**src/hw/dispatchCfgPkg.sv**
```systemverilog
// Dispatch configuration package: queue sizes, group width, field widths, count types
package dispatchCfgPkg;

  localparam int DISPATCH_WIDTH = 4;              // Lanes per group, lane 0 oldest
  localparam int CHECKPOINTS = 4;                 // Branch checkpoints in flight
  localparam int CHECKPOINTS_LOG = $clog2(CHECKPOINTS);

  // Back-end structure sizes
  localparam int SIZE_LSQ = 16;                   // Each of load queue and store queue
  localparam int SIZE_ISSUEQ = 32;
  localparam int SIZE_ACTIVELIST = 64;

  // Instruction field widths
  localparam int SIZE_PHYSICAL_LOG = 6;           // Physical register tag
  localparam int SIZE_RMT_LOG = 5;                // Architectural register
  localparam int SIZE_OPCODE = 8;
  localparam int SIZE_PC = 16;

  // Counters hold 0..size inclusive, hence the +1
  localparam int LSQ_CNT_W = $clog2(SIZE_LSQ + 1);
  localparam int IQ_CNT_W = $clog2(SIZE_ISSUEQ + 1);
  localparam int AL_CNT_W = $clog2(SIZE_ACTIVELIST + 1);
  localparam int GROUP_CNT_W = $clog2(DISPATCH_WIDTH + 1);

  typedef logic [CHECKPOINTS_LOG-1:0] checkpointIdT;  // Checkpoint index
  typedef logic [CHECKPOINTS-1:0] branchMaskT;        // One bit per checkpoint

  typedef logic [LSQ_CNT_W-1:0] lsqCntT;              // 0..SIZE_LSQ
  typedef logic [IQ_CNT_W-1:0] iqCntT;                // 0..SIZE_ISSUEQ
  typedef logic [AL_CNT_W-1:0] alCntT;                // 0..SIZE_ACTIVELIST
  typedef logic [GROUP_CNT_W-1:0] groupCntT;          // 0..DISPATCH_WIDTH

endpackage

```
**src/hw/dispatchPktPkg.sv**
```systemverilog
// Packet formats: renamed, issue-queue, active-list and load-store-queue packets
package dispatchPktPkg;

  import dispatchCfgPkg::*;

  // Packet coming out of the rename/dispatch pipeline register
  typedef struct packed {
    logic [SIZE_RMT_LOG-1:0]      archDest;
    logic                         destValid;
    logic                         isStore;
    logic                         isLoad;
    branchMaskT                   branchMask;   // Unresolved branches this instr depends on
    checkpointIdT                 checkpointId;
    logic [SIZE_PHYSICAL_LOG-1:0] phySrc1;
    logic [SIZE_PHYSICAL_LOG-1:0] phySrc2;
    logic [SIZE_PHYSICAL_LOG-1:0] phyDest;
    logic [SIZE_PHYSICAL_LOG-1:0] oldPhyDest;   // Previous mapping, freed at retire
    logic [SIZE_OPCODE-1:0]       opcode;
    logic [SIZE_PC-1:0]           pc;
  } renamedPktT;

  // Issue queue entry
  typedef struct packed {
    logic                         destValid;
    logic                         isStore;
    logic                         isLoad;
    branchMaskT                   branchMask;   // Already cleared of the verified branch
    checkpointIdT                 checkpointId;
    logic [SIZE_PHYSICAL_LOG-1:0] phySrc1;
    logic [SIZE_PHYSICAL_LOG-1:0] phySrc2;
    logic [SIZE_PHYSICAL_LOG-1:0] phyDest;
    logic [SIZE_OPCODE-1:0]       opcode;
    logic [SIZE_PC-1:0]           pc;
  } iqPktT;

  // Active list entry
  typedef struct packed {
    logic                         isLoad;
    logic                         isStore;
    logic [SIZE_PC-1:0]           pc;
    logic [SIZE_RMT_LOG-1:0]      archDest;
    logic [SIZE_PHYSICAL_LOG-1:0] phyDest;
    logic [SIZE_PHYSICAL_LOG-1:0] oldPhyDest;
    logic                         destValid;
  } alPktT;

  // Load-store queue entry
  typedef struct packed {
    branchMaskT branchMask;
    logic       isStore;
    logic       isLoad;
  } lsqPktT;

endpackage

```
**src/hw/dispatchCapacity.sv**
```systemverilog
// Load/store counting and free-space stall check
`timescale 1ns/1ps

module dispatchCapacity (
  input  logic                                     clk,
  input  logic                                     rstN_i,
  input  logic [dispatchCfgPkg::DISPATCH_WIDTH-1:0] isLoad_i,    // Per-lane load flags
  input  logic [dispatchCfgPkg::DISPATCH_WIDTH-1:0] isStore_i,   // Per-lane store flags
  input  dispatchCfgPkg::lsqCntT                   loadQueueCnt_i,
  input  dispatchCfgPkg::lsqCntT                   storeQueueCnt_i,
  input  dispatchCfgPkg::iqCntT                    issueQueueCnt_i,
  input  dispatchCfgPkg::alCntT                    activeListCnt_i,
  output logic                                     stall_o
);

  import dispatchCfgPkg::*;

  // Extra bit keeps occupancy plus demand from wrapping
  typedef logic [LSQ_CNT_W:0] lsqSumT;
  typedef logic [IQ_CNT_W:0] iqSumT;
  typedef logic [AL_CNT_W:0] alSumT;

  groupCntT loadCnt;
  groupCntT storeCnt;
  lsqSumT   loadDemand;
  lsqSumT   storeDemand;
  iqSumT    iqDemand;
  alSumT    alDemand;
  logic     loadFull;
  logic     storeFull;
  logic     iqFull;
  logic     alFull;

  always_comb begin
    loadCnt  = '0;
    storeCnt = '0;
    for (int l = 0; l < DISPATCH_WIDTH; l++) begin
      loadCnt  = loadCnt + groupCntT'(isLoad_i[l]);
      storeCnt = storeCnt + groupCntT'(isStore_i[l]);
    end
  end

  assign loadDemand  = lsqSumT'(loadQueueCnt_i) + lsqSumT'(loadCnt);
  assign storeDemand = lsqSumT'(storeQueueCnt_i) + lsqSumT'(storeCnt);
  // IQ and AL reserve a full group regardless of instruction mix
  assign iqDemand    = iqSumT'(issueQueueCnt_i) + iqSumT'(DISPATCH_WIDTH);
  assign alDemand    = alSumT'(activeListCnt_i) + alSumT'(DISPATCH_WIDTH);

  assign loadFull  = loadDemand > lsqSumT'(SIZE_LSQ);    // Exactly full still fits
  assign storeFull = storeDemand > lsqSumT'(SIZE_LSQ);
  assign iqFull    = iqDemand > iqSumT'(SIZE_ISSUEQ);
  assign alFull    = alDemand > alSumT'(SIZE_ACTIVELIST);

  assign stall_o = loadFull | storeFull | iqFull | alFull;

  // Back end must never report more entries than it has
  lsqCntInRange: assert property (
    @(posedge clk) disable iff (!rstN_i)
    loadQueueCnt_i <= lsqCntT'(SIZE_LSQ) && storeQueueCnt_i <= lsqCntT'(SIZE_LSQ)
  ) else $error("Load or store queue count above SIZE_LSQ");

  iqAlCntInRange: assert property (
    @(posedge clk) disable iff (!rstN_i)
    issueQueueCnt_i <= iqCntT'(SIZE_ISSUEQ) && activeListCnt_i <= alCntT'(SIZE_ACTIVELIST)
  ) else $error("Issue queue or active list count above its size");

endmodule

```
**src/hw/dispatchLane.sv**
```systemverilog
// Per-lane branch-mask update and issue/active-list/LSQ packet formation
`timescale 1ns/1ps

module dispatchLane (
  input  logic                        clk,
  input  logic                        rstN_i,
  input  dispatchPktPkg::renamedPktT  renamedPkt_i,
  input  logic                        ctrlVerified_i,      // A branch resolved correctly
  input  dispatchCfgPkg::checkpointIdT ctrlVerifiedId_i,   // Its checkpoint
  output dispatchPktPkg::iqPktT       iqPkt_o,
  output dispatchPktPkg::alPktT       alPkt_o,
  output dispatchPktPkg::lsqPktT      lsqPkt_o,
  output dispatchCfgPkg::branchMaskT  updatedBranchMask_o
);

  import dispatchCfgPkg::*;
  import dispatchPktPkg::*;

  branchMaskT clearMask;  // One-hot bit of the verified checkpoint

  assign clearMask = ctrlVerified_i ? (branchMaskT'(1'b1) << ctrlVerifiedId_i) : '0;

  // Verified branch no longer guards this instruction
  assign updatedBranchMask_o = renamedPkt_i.branchMask & ~clearMask;

  assign iqPkt_o = iqPktT'{
    destValid:    renamedPkt_i.destValid,
    isStore:      renamedPkt_i.isStore,
    isLoad:       renamedPkt_i.isLoad,
    branchMask:   updatedBranchMask_o,
    checkpointId: renamedPkt_i.checkpointId,
    phySrc1:      renamedPkt_i.phySrc1,
    phySrc2:      renamedPkt_i.phySrc2,
    phyDest:      renamedPkt_i.phyDest,
    opcode:       renamedPkt_i.opcode,
    pc:           renamedPkt_i.pc
  };

  // Retire needs the old mapping to free it
  assign alPkt_o = alPktT'{
    isLoad:     renamedPkt_i.isLoad,
    isStore:    renamedPkt_i.isStore,
    pc:         renamedPkt_i.pc,
    archDest:   renamedPkt_i.archDest,
    phyDest:    renamedPkt_i.phyDest,
    oldPhyDest: renamedPkt_i.oldPhyDest,
    destValid:  renamedPkt_i.destValid
  };

  assign lsqPkt_o = lsqPktT'{
    branchMask: updatedBranchMask_o,
    isStore:    renamedPkt_i.isStore,
    isLoad:     renamedPkt_i.isLoad
  };

  // Mask update may only drop dependences, never add one
  maskOnlyClears: assert property (
    @(posedge clk) disable iff (!rstN_i)
    (updatedBranchMask_o & ~renamedPkt_i.branchMask) == '0
  ) else $error("Lane mask gained a bit the renamed packet lacked");

endmodule

```
**src/hw/dispatchStage.sv**
```systemverilog
// Dispatch top level: four dispatch lanes, capacity check and back-end/front-end handshake
`timescale 1ns/1ps

module dispatchStage (
  input  logic                         clk,
  input  logic                         rstN_i,
  input  logic                         renameReady_i,    // Rename holds a valid group
  input  logic                         flagRecoverEX_i,  // Mispredict recovery in progress
  input  logic                         ctrlVerified_i,
  input  dispatchCfgPkg::checkpointIdT ctrlVerifiedId_i,

  input  dispatchPktPkg::renamedPktT   renamedPkt_i [dispatchCfgPkg::DISPATCH_WIDTH],

  // Occupancy reported by the back end
  input  dispatchCfgPkg::lsqCntT       loadQueueCnt_i,
  input  dispatchCfgPkg::lsqCntT       storeQueueCnt_i,
  input  dispatchCfgPkg::iqCntT        issueQueueCnt_i,
  input  dispatchCfgPkg::alCntT        activeListCnt_i,

  output dispatchPktPkg::iqPktT        iqPkt_o [dispatchCfgPkg::DISPATCH_WIDTH],
  output dispatchPktPkg::alPktT        alPkt_o [dispatchCfgPkg::DISPATCH_WIDTH],
  output dispatchPktPkg::lsqPktT       lsqPkt_o [dispatchCfgPkg::DISPATCH_WIDTH],
  // Written back to the rename/dispatch register while the group waits
  output dispatchCfgPkg::branchMaskT   updatedBranchMask_o [dispatchCfgPkg::DISPATCH_WIDTH],

  output logic                         backEndReady_o,   // Back end takes the group
  output logic                         stallFrontEnd_o   // Hold decode and rename
);

  import dispatchCfgPkg::*;

  logic [DISPATCH_WIDTH-1:0] laneIsLoad;
  logic [DISPATCH_WIDTH-1:0] laneIsStore;
  logic                      stall;

  for (genvar l = 0; l < DISPATCH_WIDTH; l++) begin : genLane
    dispatchLane dispatchLane_i (
      .clk                 (clk),
      .rstN_i              (rstN_i),
      .renamedPkt_i        (renamedPkt_i[l]),
      .ctrlVerified_i      (ctrlVerified_i),
      .ctrlVerifiedId_i    (ctrlVerifiedId_i),
      .iqPkt_o             (iqPkt_o[l]),
      .alPkt_o             (alPkt_o[l]),
      .lsqPkt_o            (lsqPkt_o[l]),
      .updatedBranchMask_o (updatedBranchMask_o[l])
    );

    assign laneIsLoad[l]  = renamedPkt_i[l].isLoad;
    assign laneIsStore[l] = renamedPkt_i[l].isStore;  // Each lane's own store flag
  end

  dispatchCapacity dispatchCapacity_i (
    .clk             (clk),
    .rstN_i          (rstN_i),
    .isLoad_i        (laneIsLoad),
    .isStore_i       (laneIsStore),
    .loadQueueCnt_i  (loadQueueCnt_i),
    .storeQueueCnt_i (storeQueueCnt_i),
    .issueQueueCnt_i (issueQueueCnt_i),
    .activeListCnt_i (activeListCnt_i),
    .stall_o         (stall)
  );

  // Front end stalls on lack of room even when rename has nothing to send
  assign stallFrontEnd_o = stall;
  assign backEndReady_o  = renameReady_i & ~stall & ~flagRecoverEX_i;

  // The back end must not latch a group the queues cannot hold
  noAcceptOnStall: assert property (
    @(posedge clk) disable iff (!rstN_i)
    !(backEndReady_o && stallFrontEnd_o)
  ) else $error("backEndReady_o high while the front end is stalled");

endmodule

```
**config.mk**
```make
export PLATFORM = sky130hd
export DESIGN_NAME = dispatchStage
export DESIGN_NICKNAME = d
export VERILOG_FILES = /design/src/hw/dispatchCfgPkg.sv /design/src/hw/dispatchPktPkg.sv /design/src/hw/dispatchCapacity.sv /design/src/hw/dispatchLane.sv /design/src/hw/dispatchStage.sv
export SDC_FILE = /design/constraint.sdc
export NUM_CORES = 1
export LEC_CHECK = 0
export BUFFER_PORTS_ARGS = -buffer_cell sky130_fd_sc_hd__buf_2
export CAP_MARGIN = 20
export CORE_AREA = 2 2 260 262
export DETAILED_ROUTE_END_ITERATION = 8
export DIE_AREA = 0 0 262 264
export GPL_TIMING_DRIVEN = 0
export PLACE_DENSITY = 0.3
export SYNTH_ARGS = -nofsm -noshare
export SYNTH_HDL_FRONTEND = slang
export SYNTH_SLANG_ARGS = --single-unit
```
**constraint.sdc**
```tcl
create_clock -name vclk -period 2.8
set_input_delay 0.42 -clock vclk [all_inputs]
set_output_delay 0.42 -clock vclk [all_outputs]
set_load 0.01 [all_outputs]
```
==> results.sh <==
export IMPL_start_util_pct=5.11
export IMPL_final_cells=1773
export IMPL_synth_nets=747
export IMPL_first_pass_iters=4
export IMPL_ant_nets=0
export IMPL_status="complete, but fails checks"
export IMPL_wirelength_mm=15.5
export IMPL_criticalPathCategory="primary input to output pin"
export IMPL_n_clock_buffer=0
export IMPL_setup_viol=2
export IMPL_path_buf_inv=5
export IMPL_power_density_mw_per_mm2=159
export IMPL_pwr_share_seq_pct=0
export IMPL_drive_gt1_share_pct=93.3
export IMPL_endpoint_kind="output pin"
export IMPL_setup_ws_ns=-0.424
export IMPL_drtIter0Drc=46
export IMPL_core_area_mm2=0.0666
export IMPL_comb_power_share_pct=100.0
export IMPL_via_per_inst=2.21
export IMPL_regArea_um2=0
export IMPL_start_kind="primary input"
export IMPL_antenna_found_initial=1
export IMPL_grt_pass1_vias=3669
export IMPL_slew_headroom_pct=49.9
export IMPL_critPathSlowestCell="fa_2"
export IMPL_path_delay_family="adder cells"
export IMPL_ir_worst_vdd_v=0.0000508
export IMPL_synthToLayoutAreaGrowth_pct=102
export IMPL_startpoint="renamedPkt_i[179]"
export IMPL_worst_path_stages=13
export IMPL_dpl_cell_area_mm2=0.00671
export IMPL_place_ws_ns=-0.648
export IMPL_avgSynthCellArea_um2=7.48
export IMPL_max_freq_mhz=310
export IMPL_p_int_w=0.000640
export IMPL_crit_required_ns=2.38
export IMPL_place_inst=1770
export IMPL_port_buffers=442
export IMPL_die_y_um=264
export IMPL_worstPathCellList="buf_2 > ha_4 > inv_2 > fa_2 > inv_1 > ha_2 > inv_1 > fa_2 > nor3b_2 > nand3_1 > o211ai_1 > and4_1 > buf_2"
export IMPL_crit_fanout=4
export IMPL_cpPeakStageDelay_ns=0.52
export IMPL_yosys_warnings=0
export IMPL_min_period_ns=3.22
export IMPL_tightest_slew_ns=0.744
export IMPL_drv_slew=0
export IMPL_final_nets=1194
export IMPL_rows=95
export IMPL_synth_cell_types=26
export IMPL_chipWidth_um=262
export IMPL_ios=668
export IMPL_clockPowerShare_pct=0
export IMPL_postCtsHoldBufs=0
export IMPL_yosysMostFrequentCell="buf_4"
export IMPL_vias=3925
export IMPL_ys_seq_area_share_pct=0
export IMPL_final_area_mm2=0.00687
export IMPL_switchingPower_w=0.000453
export IMPL_drc=0
export IMPL_nFlopsAndLatches=0
export IMPL_synth_top_area_share_pct=82.0
export IMPL_netlist_area_mm2=0.00340
export IMPL_gp_congestion=0.708
export IMPL_period_share_pct=115
export IMPL_hp_start="renamedPkt_i[127]"
export IMPL_grt_max_degree=5
export IMPL_die_area_mm2=0.0692
export IMPL_wl_per_cell_um=8.76
export IMPL_ys_top_cells_by_area="buf_4 (82%), ha_1 (3.7%), fa_1 (2.4%)"
export IMPL_cellLeakagePower_nw=3.86
export IMPL_track_usage_pct=3.70
export IMPL_yosysTopAreaCell="buf_4"
export IMPL_failed_checks="setup timing"
export IMPL_hold_viol=0
export IMPL_switching_share_pct=41.4
export IMPL_cap_violations=0
export IMPL_worst_ep_arrival_time_ns=2.80
export IMPL_synth_commonest_cells="buf_4 (372), inv_1 (16), and2_1 (12), ha_1 (10), nor2b_1 (7)"
export IMPL_hold_class="primary input to output pin"
export IMPL_overflow=0
export IMPL_grt_pass1_wl_mm=20.1
export IMPL_postSynthCellCount=455
export IMPL_power_total_w=0.00109
export IMPL_hold_depth=2
export IMPL_rsz0062_at_grt="yes"
export IMPL_dp_final_hpwl_mm=14.9
export IMPL_num_antenna_cells=0
[cell type report]
type | count | area, um2
plain buffers | 372 | 2790
inverters | 16 | 60.1
fillers | 7814 | 59700
multi-input cells | 67 | 658
well taps | 873 | 1090
repair buffers | 445 | 2260
[per-layer routing]
| metal | up-vias | share of wire (%) | track usage, % |
|---|---|---|---|
| met5 | - | 0 | 0 |
| met4 | 0 | 0 | 0.0153 |
| met3 | 0 | 11 | 0.374 |
| met2 | 329 | 60 | 8.79 |
| met1 | 1684 | 29 | 3.27 |
| li1 | 1912 | - | - |
[cell usage in the layout (no fill, tap or decap), drive strengths merged]
cell	instances
buf	817
inv	16
and2	12
ha	10
nor2b	7
nand2	4
fa	4
xnor2	3
nand3	3
o21ai	3
nand3b	2
nor2	2
a21o	2
a21oi	2
o211ai	2
nor3b	2
nand4	1
o2111ai	1
o22ai	1
nor4	1
xor2	1
nand4b	1
nand2b	1
nor3	1
and4	1
[power groups by stage]
stage	Clock, W	Combinational, W	Sequential, W
floorplan	0	0.000678	0
global placement	0	0.00108	0
detailed placement	0	0.00107	0
CTS	0	0.00111	0
global route	0	0.00120	0
finish	0	0.00109	0
[per-stage QoR]
| stage | hold slack, ns | setup TNS [ns] | utilization, % |
|---|---|---|---|
| after floorplan | 0.932 | -0.107 | - |
| after global placement | 1.03 | -1.25 | 10.1 |
| after detailed placement | 1.02 | -1.23 | 10.1 |
| after CTS | 1.02 | -0.858 | 10.3 |
| after global routing | 1.03 | -1.10 | 10.3 |
| final | 1.02 | -0.765 | 10.3 |
[path summary, 6_finish.rpt]
path and to:
min alPkt_o[93], max backEndReady_o
[repair_timing]
action                                  4_1_cts  5_1_grt
setup buffers                                 3        0
resized for setup                            23        6
endpoints found under the setup margin        2        2
pin swaps                                    13        8
[cell families (layout without fill, tap and decap cells)]
logic type	count (synthesis)	in the layout	share of synthesized area, %
buffers and inverters	388	833	83.8
and+or+nand+nor	38	38	6.87
adders and majority gates	14	14	6.03
AOI/OAI and AO/OA	11	11	2.28
xor gates and xnor gates	4	4	1.03
(Power assumes the default switching activity.)
